[src/hdl/uf_pkg.sv]
package uf_pkg;

    // Global decoder stage, broadcast to every unit and edge
    typedef enum logic [2:0] {
        STAGE_IDLE                = 3'd0,
        STAGE_MEASUREMENT_LOADING = 3'd1,
        STAGE_GROW                = 3'd2,
        STAGE_MERGE               = 3'd3,
        STAGE_PEELING             = 3'd4,
        STAGE_RESULT              = 3'd5
    } stage_t;

    // Unit addresses carry the top bit set, boundary roots have it cleared
    localparam int ADDR_W = 5;
    typedef logic [ADDR_W-1:0] root_addr_t;

    // Index 0 is the left neighbor, index 1 the right one
    localparam int NEIGHBOR_COUNT = 2;
    typedef logic [NEIGHBOR_COUNT-1:0] neighbor_vec_t;

    // Edge growth runs from 0 to full
    typedef logic [1:0] growth_t;
    localparam growth_t GROWTH_FULL = 2'd2;

    // What a unit exposes to one neighbor
    typedef struct packed {
        root_addr_t root;
        logic       parent;
        logic       odd;
        logic       cluster_parity;
    } pe_link_t;

endpackage

[src/hdl/edge_link.sv]
`timescale 1ns/1ps

module edge_link #(
    parameter bit IS_BOUNDARY = 1'b0
) (
    input  logic           clk,
    input  logic           reset,
    input  uf_pkg::stage_t global_stage,
    input  logic           increase_left,
    input  logic           increase_right,
    input  logic           error_left,
    input  logic           error_right,
    output logic           fully_grown,
    output logic           is_boundary,
    output logic           correction
);

    import uf_pkg::*;

    stage_t stage;
    growth_t growth;
    logic [2:0] growth_sum;

    // Follows the units' view of the stage
    always_ff @(posedge clk) begin
        if (reset) begin
            stage <= STAGE_IDLE;
        end else begin
            stage <= global_stage;
        end
    end

    assign growth_sum = growth + increase_left + increase_right;

    always_ff @(posedge clk) begin
        if (reset || (stage == STAGE_MEASUREMENT_LOADING)) begin
            growth <= '0;
        end else if (stage == STAGE_GROW) begin
            // Saturate at full
            growth <= (growth_sum > 3'(GROWTH_FULL)) ? GROWTH_FULL : growth_t'(growth_sum);
        end
    end

    assign fully_grown = (growth == GROWTH_FULL);
    assign is_boundary = IS_BOUNDARY && fully_grown;
    assign correction  = error_left | error_right;

    // A boundary edge has a unit on one side only
    assert property (@(posedge clk) disable iff (reset)
        IS_BOUNDARY |-> !(increase_left && increase_right));

endmodule

[src/hdl/min_root_select.sv]
`timescale 1ns/1ps

module min_root_select (
    input  uf_pkg::root_addr_t [uf_pkg::NEIGHBOR_COUNT-1:0] values,
    input  uf_pkg::neighbor_vec_t                           valids,
    output uf_pkg::root_addr_t                              result,
    output uf_pkg::neighbor_vec_t                           output_valids
);

    import uf_pkg::*;

    // Smallest root among the valid neighbors
    always_comb begin
        result = '1;
        for (int k = 0; k < NEIGHBOR_COUNT; k++) begin
            if (valids[k] && (values[k] < result)) begin
                result = values[k];
            end
        end
    end

    // Every valid neighbor that holds the winning root
    always_comb begin
        for (int k = 0; k < NEIGHBOR_COUNT; k++) begin
            output_valids[k] = valids[k] && (values[k] == result);
        end
    end

endmodule

[src/hdl/processing_unit.sv]
`timescale 1ns/1ps

module processing_unit #(
    parameter int INDEX = 0
) (
    input  logic                                           clk,
    input  logic                                           reset,
    input  uf_pkg::stage_t                                 global_stage,
    input  logic                                           measurement,
    input  uf_pkg::neighbor_vec_t                          neighbor_fully_grown,
    input  uf_pkg::neighbor_vec_t                          neighbor_is_boundary,
    input  uf_pkg::pe_link_t [uf_pkg::NEIGHBOR_COUNT-1:0]  neighbor_in,
    output uf_pkg::pe_link_t [uf_pkg::NEIGHBOR_COUNT-1:0]  neighbor_out,
    output logic                                           neighbor_increase,
    output uf_pkg::neighbor_vec_t                          neighbor_is_error,
    output logic                                           odd,
    output logic                                           busy
);

    import uf_pkg::*;

    localparam root_addr_t OWN_ADDR = root_addr_t'(INDEX) | root_addr_t'(1 << (ADDR_W - 1));
    localparam root_addr_t BOUNDARY_ADDR = {1'b0, OWN_ADDR[ADDR_W-2:0]};

    stage_t stage;
    stage_t last_stage;
    logic m;
    root_addr_t root;
    neighbor_vec_t parent_vector;
    logic cluster_parity;

    root_addr_t [NEIGHBOR_COUNT-1:0] neighbor_root;
    neighbor_vec_t neighbor_parent;
    neighbor_vec_t neighbor_odd;
    neighbor_vec_t child_parity;

    root_addr_t min_root;
    neighbor_vec_t min_valids;
    root_addr_t root_modified;
    logic touching_boundary;
    logic next_cluster_parity;
    logic next_odd;
    logic adopt_neighbor;
    logic adopt_boundary;
    neighbor_vec_t first_boundary;
    neighbor_vec_t error_internal;
    neighbor_vec_t error_border;

    // Split the incoming links and build the outgoing ones
    always_comb begin
        for (int k = 0; k < NEIGHBOR_COUNT; k++) begin
            neighbor_root[k]   = neighbor_in[k].root;
            neighbor_parent[k] = neighbor_in[k].parent;
            neighbor_odd[k]    = neighbor_in[k].odd;
            child_parity[k]    = neighbor_in[k].cluster_parity;

            neighbor_out[k].root           = root;
            neighbor_out[k].parent         = parent_vector[k];
            neighbor_out[k].odd            = odd;
            neighbor_out[k].cluster_parity = cluster_parity;
        end
    end

    // Local copy of the stage, one cycle behind the controller
    always_ff @(posedge clk) begin
        if (reset) begin
            stage      <= STAGE_IDLE;
            last_stage <= STAGE_IDLE;
        end else begin
            stage      <= global_stage;
            last_stage <= stage;
        end
    end

    // Odd clusters grow once per round
    assign neighbor_increase = (stage == STAGE_GROW) && (last_stage != STAGE_GROW) && odd;

    // Only fully grown interior edges offer a root
    min_root_select root_select_inst (
        .values        (neighbor_root),
        .valids        (neighbor_fully_grown & ~neighbor_is_boundary),
        .result        (min_root),
        .output_valids (min_valids)
    );

    assign touching_boundary = |neighbor_is_boundary;
    assign root_modified = touching_boundary ? BOUNDARY_ADDR : root;

    assign adopt_neighbor = (|min_valids) && (min_root < root_modified) && (min_root < root);
    assign adopt_boundary = !adopt_neighbor && (root_modified < root);

    // Subtree parity from the children, odd flows down from the parent
    assign next_cluster_parity = (^(neighbor_parent & child_parity)) ^ m;
    assign next_odd = (|parent_vector) ? |(parent_vector & neighbor_odd)
                                       : next_cluster_parity && !touching_boundary;

    always_ff @(posedge clk) begin
        if (reset) begin
            parent_vector <= '0;
            odd           <= 1'b0;
        end else if (stage == STAGE_MEASUREMENT_LOADING) begin
            parent_vector <= '0;
            odd           <= measurement;
        end else if (stage == STAGE_MERGE) begin
            if (adopt_neighbor) begin
                parent_vector <= min_valids;
            end else if (adopt_boundary) begin
                parent_vector <= '0;
            end
            odd <= next_odd;
        end
    end

    always_ff @(posedge clk) begin
        if (stage == STAGE_MEASUREMENT_LOADING) begin
            m              <= measurement;
            root           <= OWN_ADDR;
            cluster_parity <= measurement;
        end else if (stage == STAGE_MERGE) begin
            if (adopt_neighbor) begin
                root <= min_root;
            end else if (adopt_boundary) begin
                root <= root_modified;
            end
            cluster_parity <= next_cluster_parity;
        end
    end

    // Busy whenever a merge step still moves something
    always_ff @(posedge clk) begin
        if (reset) begin
            busy <= 1'b0;
        end else if (stage == STAGE_MERGE) begin
            busy <= adopt_neighbor || adopt_boundary ||
                    (next_cluster_parity != cluster_parity) || (next_odd != odd);
        end
    end

    // Peeling marks the parent edge, or the first boundary edge for a root
    assign first_boundary = neighbor_is_boundary & (~neighbor_is_boundary + 1'b1);

    always_comb begin
        error_internal = '0;
        error_border   = '0;
        if ((stage == STAGE_PEELING) && cluster_parity) begin
            error_internal = parent_vector;
            if (!(|parent_vector)) begin
                error_border = first_boundary;
            end
        end
    end

    assign neighbor_is_error = error_internal | error_border;

    // A unit in a line has at most one parent
    assert property (@(posedge clk) disable iff (reset) $onehot0(parent_vector));

endmodule

[src/hdl/stage_controller.sv]
`timescale 1ns/1ps

module stage_controller #(
    parameter int CODE_DISTANCE = 7
) (
    input  logic                     clk,
    input  logic                     reset,
    input  logic                     syndrome_valid,
    input  logic [CODE_DISTANCE-2:0] syndrome,
    input  logic [CODE_DISTANCE-2:0] unit_busy,
    input  logic [CODE_DISTANCE-2:0] unit_odd,
    input  logic [CODE_DISTANCE-1:0] edge_correction,
    output uf_pkg::stage_t           global_stage,
    output logic [CODE_DISTANCE-2:0] measurement,
    output logic                     correction_valid,
    output logic [CODE_DISTANCE-1:0] correction
);

    import uf_pkg::*;

    localparam int ROUND_W = $clog2(CODE_DISTANCE + 1);

    logic [ROUND_W-1:0] round_count;
    logic [1:0] merge_cycles;
    logic quiet_last;
    logic peel_second;
    logic any_busy;
    logic any_odd;
    logic merge_done;

    assign any_busy = |unit_busy;
    assign any_odd  = |unit_odd;

    // At least 3 merge cycles and 2 quiet ones in a row
    assign merge_done = (merge_cycles == 2'd2) && !any_busy && quiet_last;

    always_ff @(posedge clk) begin
        if (reset) begin
            global_stage     <= STAGE_IDLE;
            round_count      <= '0;
            merge_cycles     <= '0;
            quiet_last       <= 1'b0;
            peel_second      <= 1'b0;
            correction_valid <= 1'b0;
        end else begin
            correction_valid <= 1'b0;
            case (global_stage)
                STAGE_IDLE: begin
                    round_count <= '0;
                    if (syndrome_valid) begin
                        global_stage <= STAGE_MEASUREMENT_LOADING;
                    end
                end
                STAGE_MEASUREMENT_LOADING: global_stage <= STAGE_GROW;
                STAGE_GROW: begin
                    round_count  <= round_count + 1'b1;
                    merge_cycles <= '0;
                    quiet_last   <= 1'b0;
                    global_stage <= STAGE_MERGE;
                end
                STAGE_MERGE: begin
                    if (merge_cycles != 2'd2) begin
                        merge_cycles <= merge_cycles + 1'b1;
                    end
                    quiet_last <= !any_busy;
                    if (merge_done) begin
                        peel_second  <= 1'b0;
                        global_stage <= (any_odd && (round_count < CODE_DISTANCE)) ?
                                        STAGE_GROW : STAGE_PEELING;
                    end
                end
                STAGE_PEELING: begin
                    peel_second <= 1'b1;
                    if (peel_second) begin
                        correction_valid <= 1'b1;
                        global_stage     <= STAGE_RESULT;
                    end
                end
                default: global_stage <= STAGE_IDLE;
            endcase
        end
    end

    // Syndrome and correction registers
    always_ff @(posedge clk) begin
        if ((global_stage == STAGE_IDLE) && syndrome_valid) begin
            measurement <= syndrome;
        end
        if ((global_stage == STAGE_PEELING) && peel_second) begin
            correction <= edge_correction;
        end
    end

    // Merge only ends once every unit has settled
    assert property (@(posedge clk) disable iff (reset)
        (global_stage == STAGE_PEELING) |-> !any_busy);

endmodule

[src/hdl/uf_decoder_top.sv]
`timescale 1ns/1ps

module uf_decoder_top #(
    parameter int CODE_DISTANCE = 7
) (
    input  logic                     clk,
    input  logic                     reset,
    input  logic                     syndrome_valid,
    input  logic [CODE_DISTANCE-2:0] syndrome,
    output logic                     correction_valid,
    output logic [CODE_DISTANCE-1:0] correction
);

    import uf_pkg::*;

    localparam int UNITS = CODE_DISTANCE - 1;

    stage_t global_stage;
    logic [UNITS-1:0] measurement;
    logic [UNITS-1:0] unit_busy;
    logic [UNITS-1:0] unit_odd;
    logic [CODE_DISTANCE-1:0] edge_fully_grown;
    logic [CODE_DISTANCE-1:0] edge_is_boundary;
    logic [CODE_DISTANCE-1:0] edge_correction;

    // Padded lines, index k of increase_pad and the right-going lines holds unit k-1
    logic [UNITS+1:0] increase_pad;
    logic [UNITS:0] error_right_pad;
    logic [UNITS:0] error_left_pad;
    pe_link_t [UNITS:0] link_right_pad;
    pe_link_t [UNITS:0] link_left_pad;

    // Nothing beyond the two ends
    assign increase_pad[0]       = 1'b0;
    assign increase_pad[UNITS+1] = 1'b0;
    assign error_right_pad[0]    = 1'b0;
    assign error_left_pad[UNITS] = 1'b0;
    assign link_right_pad[0]     = '0;
    assign link_left_pad[UNITS]  = '0;

    stage_controller #(
        .CODE_DISTANCE (CODE_DISTANCE)
    ) ctrl_inst (
        .clk              (clk),
        .reset            (reset),
        .syndrome_valid   (syndrome_valid),
        .syndrome         (syndrome),
        .unit_busy        (unit_busy),
        .unit_odd         (unit_odd),
        .edge_correction  (edge_correction),
        .global_stage     (global_stage),
        .measurement      (measurement),
        .correction_valid (correction_valid),
        .correction       (correction)
    );

    // Unit i sits between edge i and edge i+1
    for (genvar i = 0; i < UNITS; i++) begin : g_unit
        pe_link_t [NEIGHBOR_COUNT-1:0] link_out;
        neighbor_vec_t error_out;

        processing_unit #(
            .INDEX (i)
        ) unit_inst (
            .clk                  (clk),
            .reset                (reset),
            .global_stage         (global_stage),
            .measurement          (measurement[i]),
            .neighbor_fully_grown (edge_fully_grown[i+1:i]),
            .neighbor_is_boundary (edge_is_boundary[i+1:i]),
            .neighbor_in          ({link_left_pad[i+1], link_right_pad[i]}),
            .neighbor_out         (link_out),
            .neighbor_increase    (increase_pad[i+1]),
            .neighbor_is_error    (error_out),
            .odd                  (unit_odd[i]),
            .busy                 (unit_busy[i])
        );

        assign link_right_pad[i+1]  = link_out[1];
        assign link_left_pad[i]     = link_out[0];
        assign error_right_pad[i+1] = error_out[1];
        assign error_left_pad[i]    = error_out[0];
    end

    for (genvar j = 0; j < CODE_DISTANCE; j++) begin : g_edge
        edge_link #(
            .IS_BOUNDARY ((j == 0) || (j == CODE_DISTANCE - 1))
        ) edge_inst (
            .clk            (clk),
            .reset          (reset),
            .global_stage   (global_stage),
            .increase_left  (increase_pad[j]),
            .increase_right (increase_pad[j+1]),
            .error_left     (error_right_pad[j]),
            .error_right    (error_left_pad[j]),
            .fully_grown    (edge_fully_grown[j]),
            .is_boundary    (edge_is_boundary[j]),
            .correction     (edge_correction[j])
        );
    end

endmodule

[config.mk]
export PLATFORM = sky130hd
export DESIGN_NAME = uf_decoder_top
export DESIGN_NICKNAME = d
export VERILOG_FILES = /design/src/hdl/uf_pkg.sv /design/src/hdl/edge_link.sv /design/src/hdl/min_root_select.sv /design/src/hdl/processing_unit.sv /design/src/hdl/stage_controller.sv /design/src/hdl/uf_decoder_top.sv
export SDC_FILE = /design/constraint.sdc
export NUM_CORES = 1
export LEC_CHECK = 0
export BUFFER_PORTS_ARGS = -buffer_cell sky130_fd_sc_hd__buf_2
export CORE_MARGIN = 8
export CORE_UTILIZATION = 50
export CTS_CLUSTER_SIZE = 8
export DETAILED_ROUTE_END_ITERATION = 10
export PLACE_DENSITY = 0.63
export SYNTH_ARGS = -nofsm -noshare
export SYNTH_HDL_FRONTEND = slang
export SYNTH_HIERARCHICAL = 1
export SYNTH_SLANG_ARGS = --single-unit
[constraint.sdc]
create_clock -name clk -period 5.9 [get_ports clk]
set_clock_uncertainty 0.2 [all_clocks]
set_input_delay 0.885 -clock clk [delete_from_list [all_inputs] [get_ports clk]]
set_output_delay 0.885 -clock clk [all_outputs]
set_load 0.05 [all_outputs]
==> summary.md, run 1 <==
| Metric | Value |
|---|---|
| Cells along the critical path | inv_1 > nor2_1 > nor2b_1 > nor2b_1 > ha_1 > a21o_1 > a311o_1 > mux2i_1 > ha_1 > nor4b_2 > a2111oi_4 > o21ai_2 > a211o_4 > mux2_4 |
| Max-slew violations | 0 |
| Port-buffer cells | 16 |
| P_leak | slightly above 5 nW |
| Final worst path period share | 77.67% |
| Worst-Skew Late Latency | 0.44 ns |
| Core area | 22570 µm² |
| DRT Pass-1 Iters | 5 |
| Vias | 8851 |
| Slew margin rel. | around a third |
| Largest net degree at the start of global routing | 83 |
| Data arrival, critical path | 4.72 ns |
| Die area | 28090 µm² |
| Pwr/cell area | 214.5 nW/µm² |
| # DRC | 0 |
| FMAX | 0.2182 GHz |
| Die span in y | 167.6 µm |
| Initial antenna violation count | 0 |
| Total chip power | 2.622 mW |
| Mapped cell area | roughly 11000 µm² |
| Synth warn | 6 |
| Setup crit start kind | register |
| GRT overflow | 0 |
| Post-route ant nets | 0 |
| WL final | 26.10 mm |
| WS Path Type | register to register |
| Crit Path Max Fanout | 7 |
| Hold Crit Class | register to register |
| CTS tree | yes |
| Dpl cell area | ~12000 µm² |
| Fill count | between 2000 and 2500 |
| Reg clk slew, reported paths | 0.07 ns |
| Number of max-cap violations | 0 |
| Hold Path Depth | 2 |
| Area Overhead vs Synth | 6.382% |
| Setup bufs post-CTS | 0 |
| Row cnt | 55 |
| Ports | 17 |
| Outcome | finished, final reports clean |
| Via/cell ratio | 5.528 |
| Mean cell area of the mapped netlist | ~8.9 µm² |
| Crit path max-delay cell type | a311o_1 |
| CTS root buffer | clkbuf_16 |
| Final Hold Viols | 0 |
| Actual slew at the worst max-slew pin | 0.9951 ns |
| Footprint of the multi-input gates | 7259 µm² |
| CP required | 6.03 ns |
| R2r startpoint | g_edge[3].edge_inst/growth[1] |
| Largest delay share family, worst path | compound AO/OA/AOI/OAI gates |
| RSZ-0062 raised after global routing | false |
| Num CTS Buffers | 17 |
| Post-Syn Instances | 1289 |
| CP endpoint kind | register |
| DP Wirelength | 19.45 mm |
| Reg area | 3473 µm² |
| GRT Total Usage | 18.85% |
| CP Launch Point | g_edge[3].edge_inst/growth[1] |
| Endpoints failing setup | 0 |
| Bufs on Longest Clock Path | 2 |
| Peak supply drop | ~0.17 mV |
| CTS Hold Buffers Added | 0 |
| Fin area | 12220 µm² |
| Antenna Cells | 0 |
| Setup ws final | 1.317 ns |
| GP Congestion | 0.8772 |
| Post_cts resized | 0 |
| Vias in the first global route | 8471 |
| Final min period | 4.583 ns |
| Min-delay src | ctrl_inst/quiet_last |
| Crit-path max cell delay | 0.48 ns |
| Final net count | around 1400 |
| Pre-CTS setup slack | 1.288 ns |
| Routed len/inst | ~16 µm |
| Setup tns final | 0 ns |
| DRT iter0 DRCs | 474 |
| CP bufs+invs | 1 |
| H-tree depth | 4 |
| Layout cells sized above 1 | a little over a tenth |
| Initial core utilization | 50.90% |
| Clock sinks | 161 |
| Die W | roughly 170 µm |
| Worst reg-to-reg path cell count | 14 |
| Cell depth of the worst setup path | 14 |
| First-pass GRT wire length | 43.28 mm |
==> final timing paths <==
check                           endpoint  slack [ns]
min reg2reg         ctrl_inst/quiet_last        0.26
min                 ctrl_inst/quiet_last        0.26
max reg2reg  g_unit[3].unit_inst/root[2]        1.32
max          g_unit[3].unit_inst/root[2]        1.32
==> routing by layer <==
metal,GRT usage (%),vias to the layer above,routed length [µm]
li1,-,4524,-
met1,23.47,4131,12020
met2,32.27,156,12700
met3,2.539,40,754
met4,7.880,0,627
met5,0,-,0
==> final cells by class <==
type / instances / share of cell area [%]
Clock inverter: 15 / 1.464
Sequential cell: 161 / 28.42
Clock buffer: 17 / 3.480
Tap cell: 285 / 2.917
Inverter: 103 / 3.163
Timing Repair Buffer: 24 / 1.167
Multi-Input combinational cell: 996 / 59.39
==> worst register-to-register path, stage by stage (launching register included) <==
cell and delay (ns):
dfxtp_1 0.34, inv_1 0.07, nor2_1 0.15, nor2b_1 0.39
nor2b_1 0.33, ha_1 0.31, a21o_1 0.16, a311o_1 0.48
mux2i_1 0.32, ha_1 0.32, nor4b_2 0.19, a2111oi_4 0.44
o21ai_2 0.14, a211o_4 0.36, mux2_4 0.30
==> stage by stage <==
step           util (%)  hold WS [ns]  instances
6_report          54.15        0.2612       1601
5_1_grt           54.15        0.2880       1601
4_1_cts           54.15        0.2639       1601
3_5_place_dp      51.47        0.2542       1569
3_3_place_gp      51.47        0.2423       1569
2_1_floorplan         -        0.2319       1332
==> flip-flops by register name, indices dropped and copies added (netlist names), 2 cells and up <==
| signal | cells |
|---|---|
| g_edge.edge_inst/growth | 14 |
| ctrl_inst/round_count | 3 |
| g_unit.unit_inst/m | 6 |
| g_unit.unit_inst/cluster_parity | 6 |
| g_unit.unit_inst/last_stage | 18 |
| ctrl_inst/correction | 7 |
| g_unit.unit_inst/stage | 18 |
| ctrl_inst/merge_cycles | 2 |
| g_edge.edge_inst/stage | 21 |
| g_unit.unit_inst/odd | 6 |
| g_unit.unit_inst/busy | 6 |
| g_unit.unit_inst/root | 30 |
| ctrl_inst/measurement | 6 |
| g_unit.unit_inst/parent_vector | 12 |
| ctrl_inst/global_stage | 3 |
==> layout by cell type (no fill, tap or decap), types with 31 or more instances in the layout <==
cell,instances
dfxtp_1,136
inv_1,102
nor2_1,95
nor2b_1,84
nand2_1,74
ha_1,73
a21oi_1,69
conb_1,49
xnor2_1,49
o21ai_0,45
mux2i_1,34
nand2b_1,31
==> power by group <==
group	switching, mW	internal [mW]
registers	0.0749	1.16
clock network	0.538	0.577
logic	0.160	0.117
(Power assumes the default switching activity.)
==> inputs of run 2 (changes only) <==
PLACE_DENSITY = 0.65   (was 0.63)
clock period = 4.2 ns   (was 5.9 ns; I/O delays follow)
==> run 2 against run 1 <==
  * Critical path depth is 2 higher
  * Sequential share of layout area is 1.1 points lower
  * First-iteration DRC count is 45% higher
  * Hold slack worse by 0.086 ns
  * Sequential power is 37% higher
  * Non-clock buffer count is 49 higher
  * Setup slack worse by 1.1 ns
  * Flip-flop and latch count stayed put
  * Critical endpoint unchanged
  * Die area stayed put
  * Register-to-register slack worse by 1.1 ns
  * Clock power is 40% higher
  * Count of clock-buffer cells in the layout is 1 higher
==> summary.md, run 2 (synthesis results as in run 1) <==
| Metric | Value |
|---|---|
| Total chip power | 3.694 mW (+41%) |
| Crit path max-delay cell type | a211o_4 |
| Area Overhead vs Synth | 10.65% |
| Data arrival, critical path | 4.14 ns (-0.58 ns) |
| First-pass GRT wire length | 43.70 mm (+0.97%) |
| H-tree depth | 4 (unchanged) |
| Vias in the first global route | 8817 (+4.1%) |
| Routed len/inst | 16.29 µm (-0.10%) |
| Endpoints failing setup | 0 (unchanged) |
| Worst-Skew Late Latency | 0.43 ns (about the same) |
| Crit-path max cell delay | 0.38 ns (-0.10 ns) |
| Peak supply drop | 0.2609 mV (+54%) |
| CP bufs+invs | 3 (+2) |
| Largest net degree at the start of global routing | 65 (-22%) |
| Final min period | 4.028 ns (-0.5544 ns) |
| Reg clk slew, reported paths | 0.07 ns (about the same) |
| Actual slew at the worst max-slew pin | 1.029 ns (+0.03371 ns) |
| Largest register FFs | 30 (unchanged) |
| CTS Hold Buffers Added | 0 (unchanged) |
| CP endpoint kind | register |
| Initial antenna violation count | 0 (unchanged) |
| Layout cells sized above 1 | 15.67% (+5.1 points) |
| Pre-CTS setup slack | -0.02673 ns (-1.314 ns) |
| Reg area | 3475 µm² (about the same) |
| DRT iter0 DRCs | 689 (+45%) |
| GRT Total Usage | 18.95% (+0.098 points) |
| FMAX | 0.2482 GHz (+14%) |
| Core area | 22570 µm² (unchanged) |
| Die W | 167.6 µm (unchanged) |
| Most frequent cells in the layout | dfxtp_1, inv_1, nor2_1, nor2b_1, nand2_1 |
| Clock sinks | 161 (unchanged) |
| CTS root buffer | clkbuf_16 |
| WS Path Type | register to register |
| Final Hold Viols | 0 (unchanged) |
| Largest reg by FF count | g_unit.unit_inst/root |
| Ports | 17 (unchanged) |
| Max-slew violations | 0 (unchanged) |
| Post-route ant nets | 0 (unchanged) |
| Vias | 9188 (+3.8%) |
| Fill count | 2069 (-2.4%) |
| Num CTS Buffers | 17 (unchanged) |
| Largest delay share family, worst path | compound AO/OA/AOI/OAI gates |
| Initial core utilization | 50.90% (unchanged) |
| Slew margin rel. | 31.32% (-2.3 points) |
| Die span in y | 167.6 µm (unchanged) |
| Bufs on Longest Clock Path | 2 (unchanged) |
| GP Congestion | 0.8916 (+1.6%) |
| Port-buffer cells | 16 (unchanged) |
| Cells along the critical path | inv_1 > nor2_4 > nor2b_4 > or2b_2 > inv_1 > ha_1 > nand2_1 > nand3b_1 > a311o_1 > buf_4 > mux2_4 > nand2b_1 > a21o_1 > a211o_1 > a211o_4 > mux2_4 |
| Setup crit start kind | register |
| Setup ws final | 0.1717 ns (-1.146 ns) |
| Regs by FF count | g_unit.unit_inst/root x30, g_edge.edge_inst/stage x21 |
| Footprint of the multi-input gates | 7378 µm² (+1.6%) |
| DRT Pass-1 Iters | 5 (unchanged) |
| Crit Path Max Fanout | 6 (-1) |
| CP required | 4.32 ns (-1.71 ns) |
| Pwr/cell area | 290.6 nW/µm² (+35%) |
| Outcome | finished, final reports clean |
| Hold Crit Class | input pin to register |
| GRT overflow | 0 (unchanged) |
| Die area | 28090 µm² (unchanged) |
| DP Wirelength | 20.06 mm (+3.1%) |
| WL final | 26.89 mm (+3.0%) |
| R2r setup slk | 0.17 ns (-1.15 ns) |
| RSZ-0062 raised after global routing | false |
| Antenna Cells | 0 (unchanged) |
| Number of max-cap violations | 0 (unchanged) |
| # DRC | 0 (unchanged) |
| Final net count | 1442 (+3.6%) |
| P_leak | 5.299 nW (+4.6%) |
| Via/cell ratio | 5.565 (+0.66%) |
| Most common cell after layout, fill and taps aside | dfxtp_1 |
| Final worst path period share | 95.91% (+18 points) |
| Row cnt | 55 (unchanged) |
| CTS tree | yes |
==> run 2: cell types whose count changed in the layout (fill, tap and decap cells not counted), moves of 3 or more <==
cell     previous run  this run
nor2_1             95        92
mux2i_2             0         4
buf_4               9        57
nor2_4              2         5
nor2b_2             0         4
mux2i_1            34        30
nor2b_1            84        78
==> run 2: what timing repair did <==
action,4_1_cts,5_1_grt
cloned,0,1
buffers inserted,0,1
pin swaps,0,8
setup endpoints to repair,7,41
resized for setup,2,31
==> run 2: routing by layer <==
| layer | vias up | track usage, % | share of wire, % |
|---|---|---|---|
| li1 | 4614 | - | - |
| met1 | 4346 | 22.25 | 44 |
| met2 | 171 | 34.18 | 50 |
| met3 | 57 | 2.892 | 3.1 |
| met4 | 0 | 7.182 | 2.8 |
| met5 | - | 0 | 0 |
==> run 2: worst paths after layout <==
check                                endpoint  cells after the start                          start
setup / recovery  g_unit[3].unit_inst/root[2]                     16  g_edge[3].edge_inst/growth[1]
hold reg to reg          ctrl_inst/quiet_last                      2           ctrl_inst/quiet_last
hold / removal       ctrl_inst/measurement[0]                      1                    syndrome[0]
setup reg to reg  g_unit[3].unit_inst/root[2]                     16  g_edge[3].edge_inst/growth[1]
==> run 2: cell type report <==
cell class | count | area share (%)
repair buffers | 73 | 4.114
well taps | 285 | 2.805
flip-flops and latches | 161 | 27.33
multi-input cells | 997 | 58.04
clock buffers | 18 | 3.454
clock inverters | 14 | 1.220
inverters | 103 | 3.041
==> run 2: stage by stage <==
stage | utilization [%] | instance area, µm² | hold WS (ns) | TNS [ns] | cells
floorplan | - | 11650 | 0.2319 | 0 | 1332
global placement | 53.13 | 11990 | 0.2425 | 0 | 1617
detailed placement | 53.13 | 11990 | 0.2497 | -0.09287 | 1617
CTS | 55.78 | 12590 | 0.1558 | 0 | 1649
global route | 56.32 | 12710 | 0.1516 | 0 | 1651
finish | 56.32 | 12710 | 0.1749 | 0 | 1651
==> run 2: power breakdown <==
part	switching, mW	leakage, nW	internal (mW)
Clock	0.730	0.295	0.818
Sequential	0.0677	1.34	1.62
Combinational	0.273	3.66	0.182
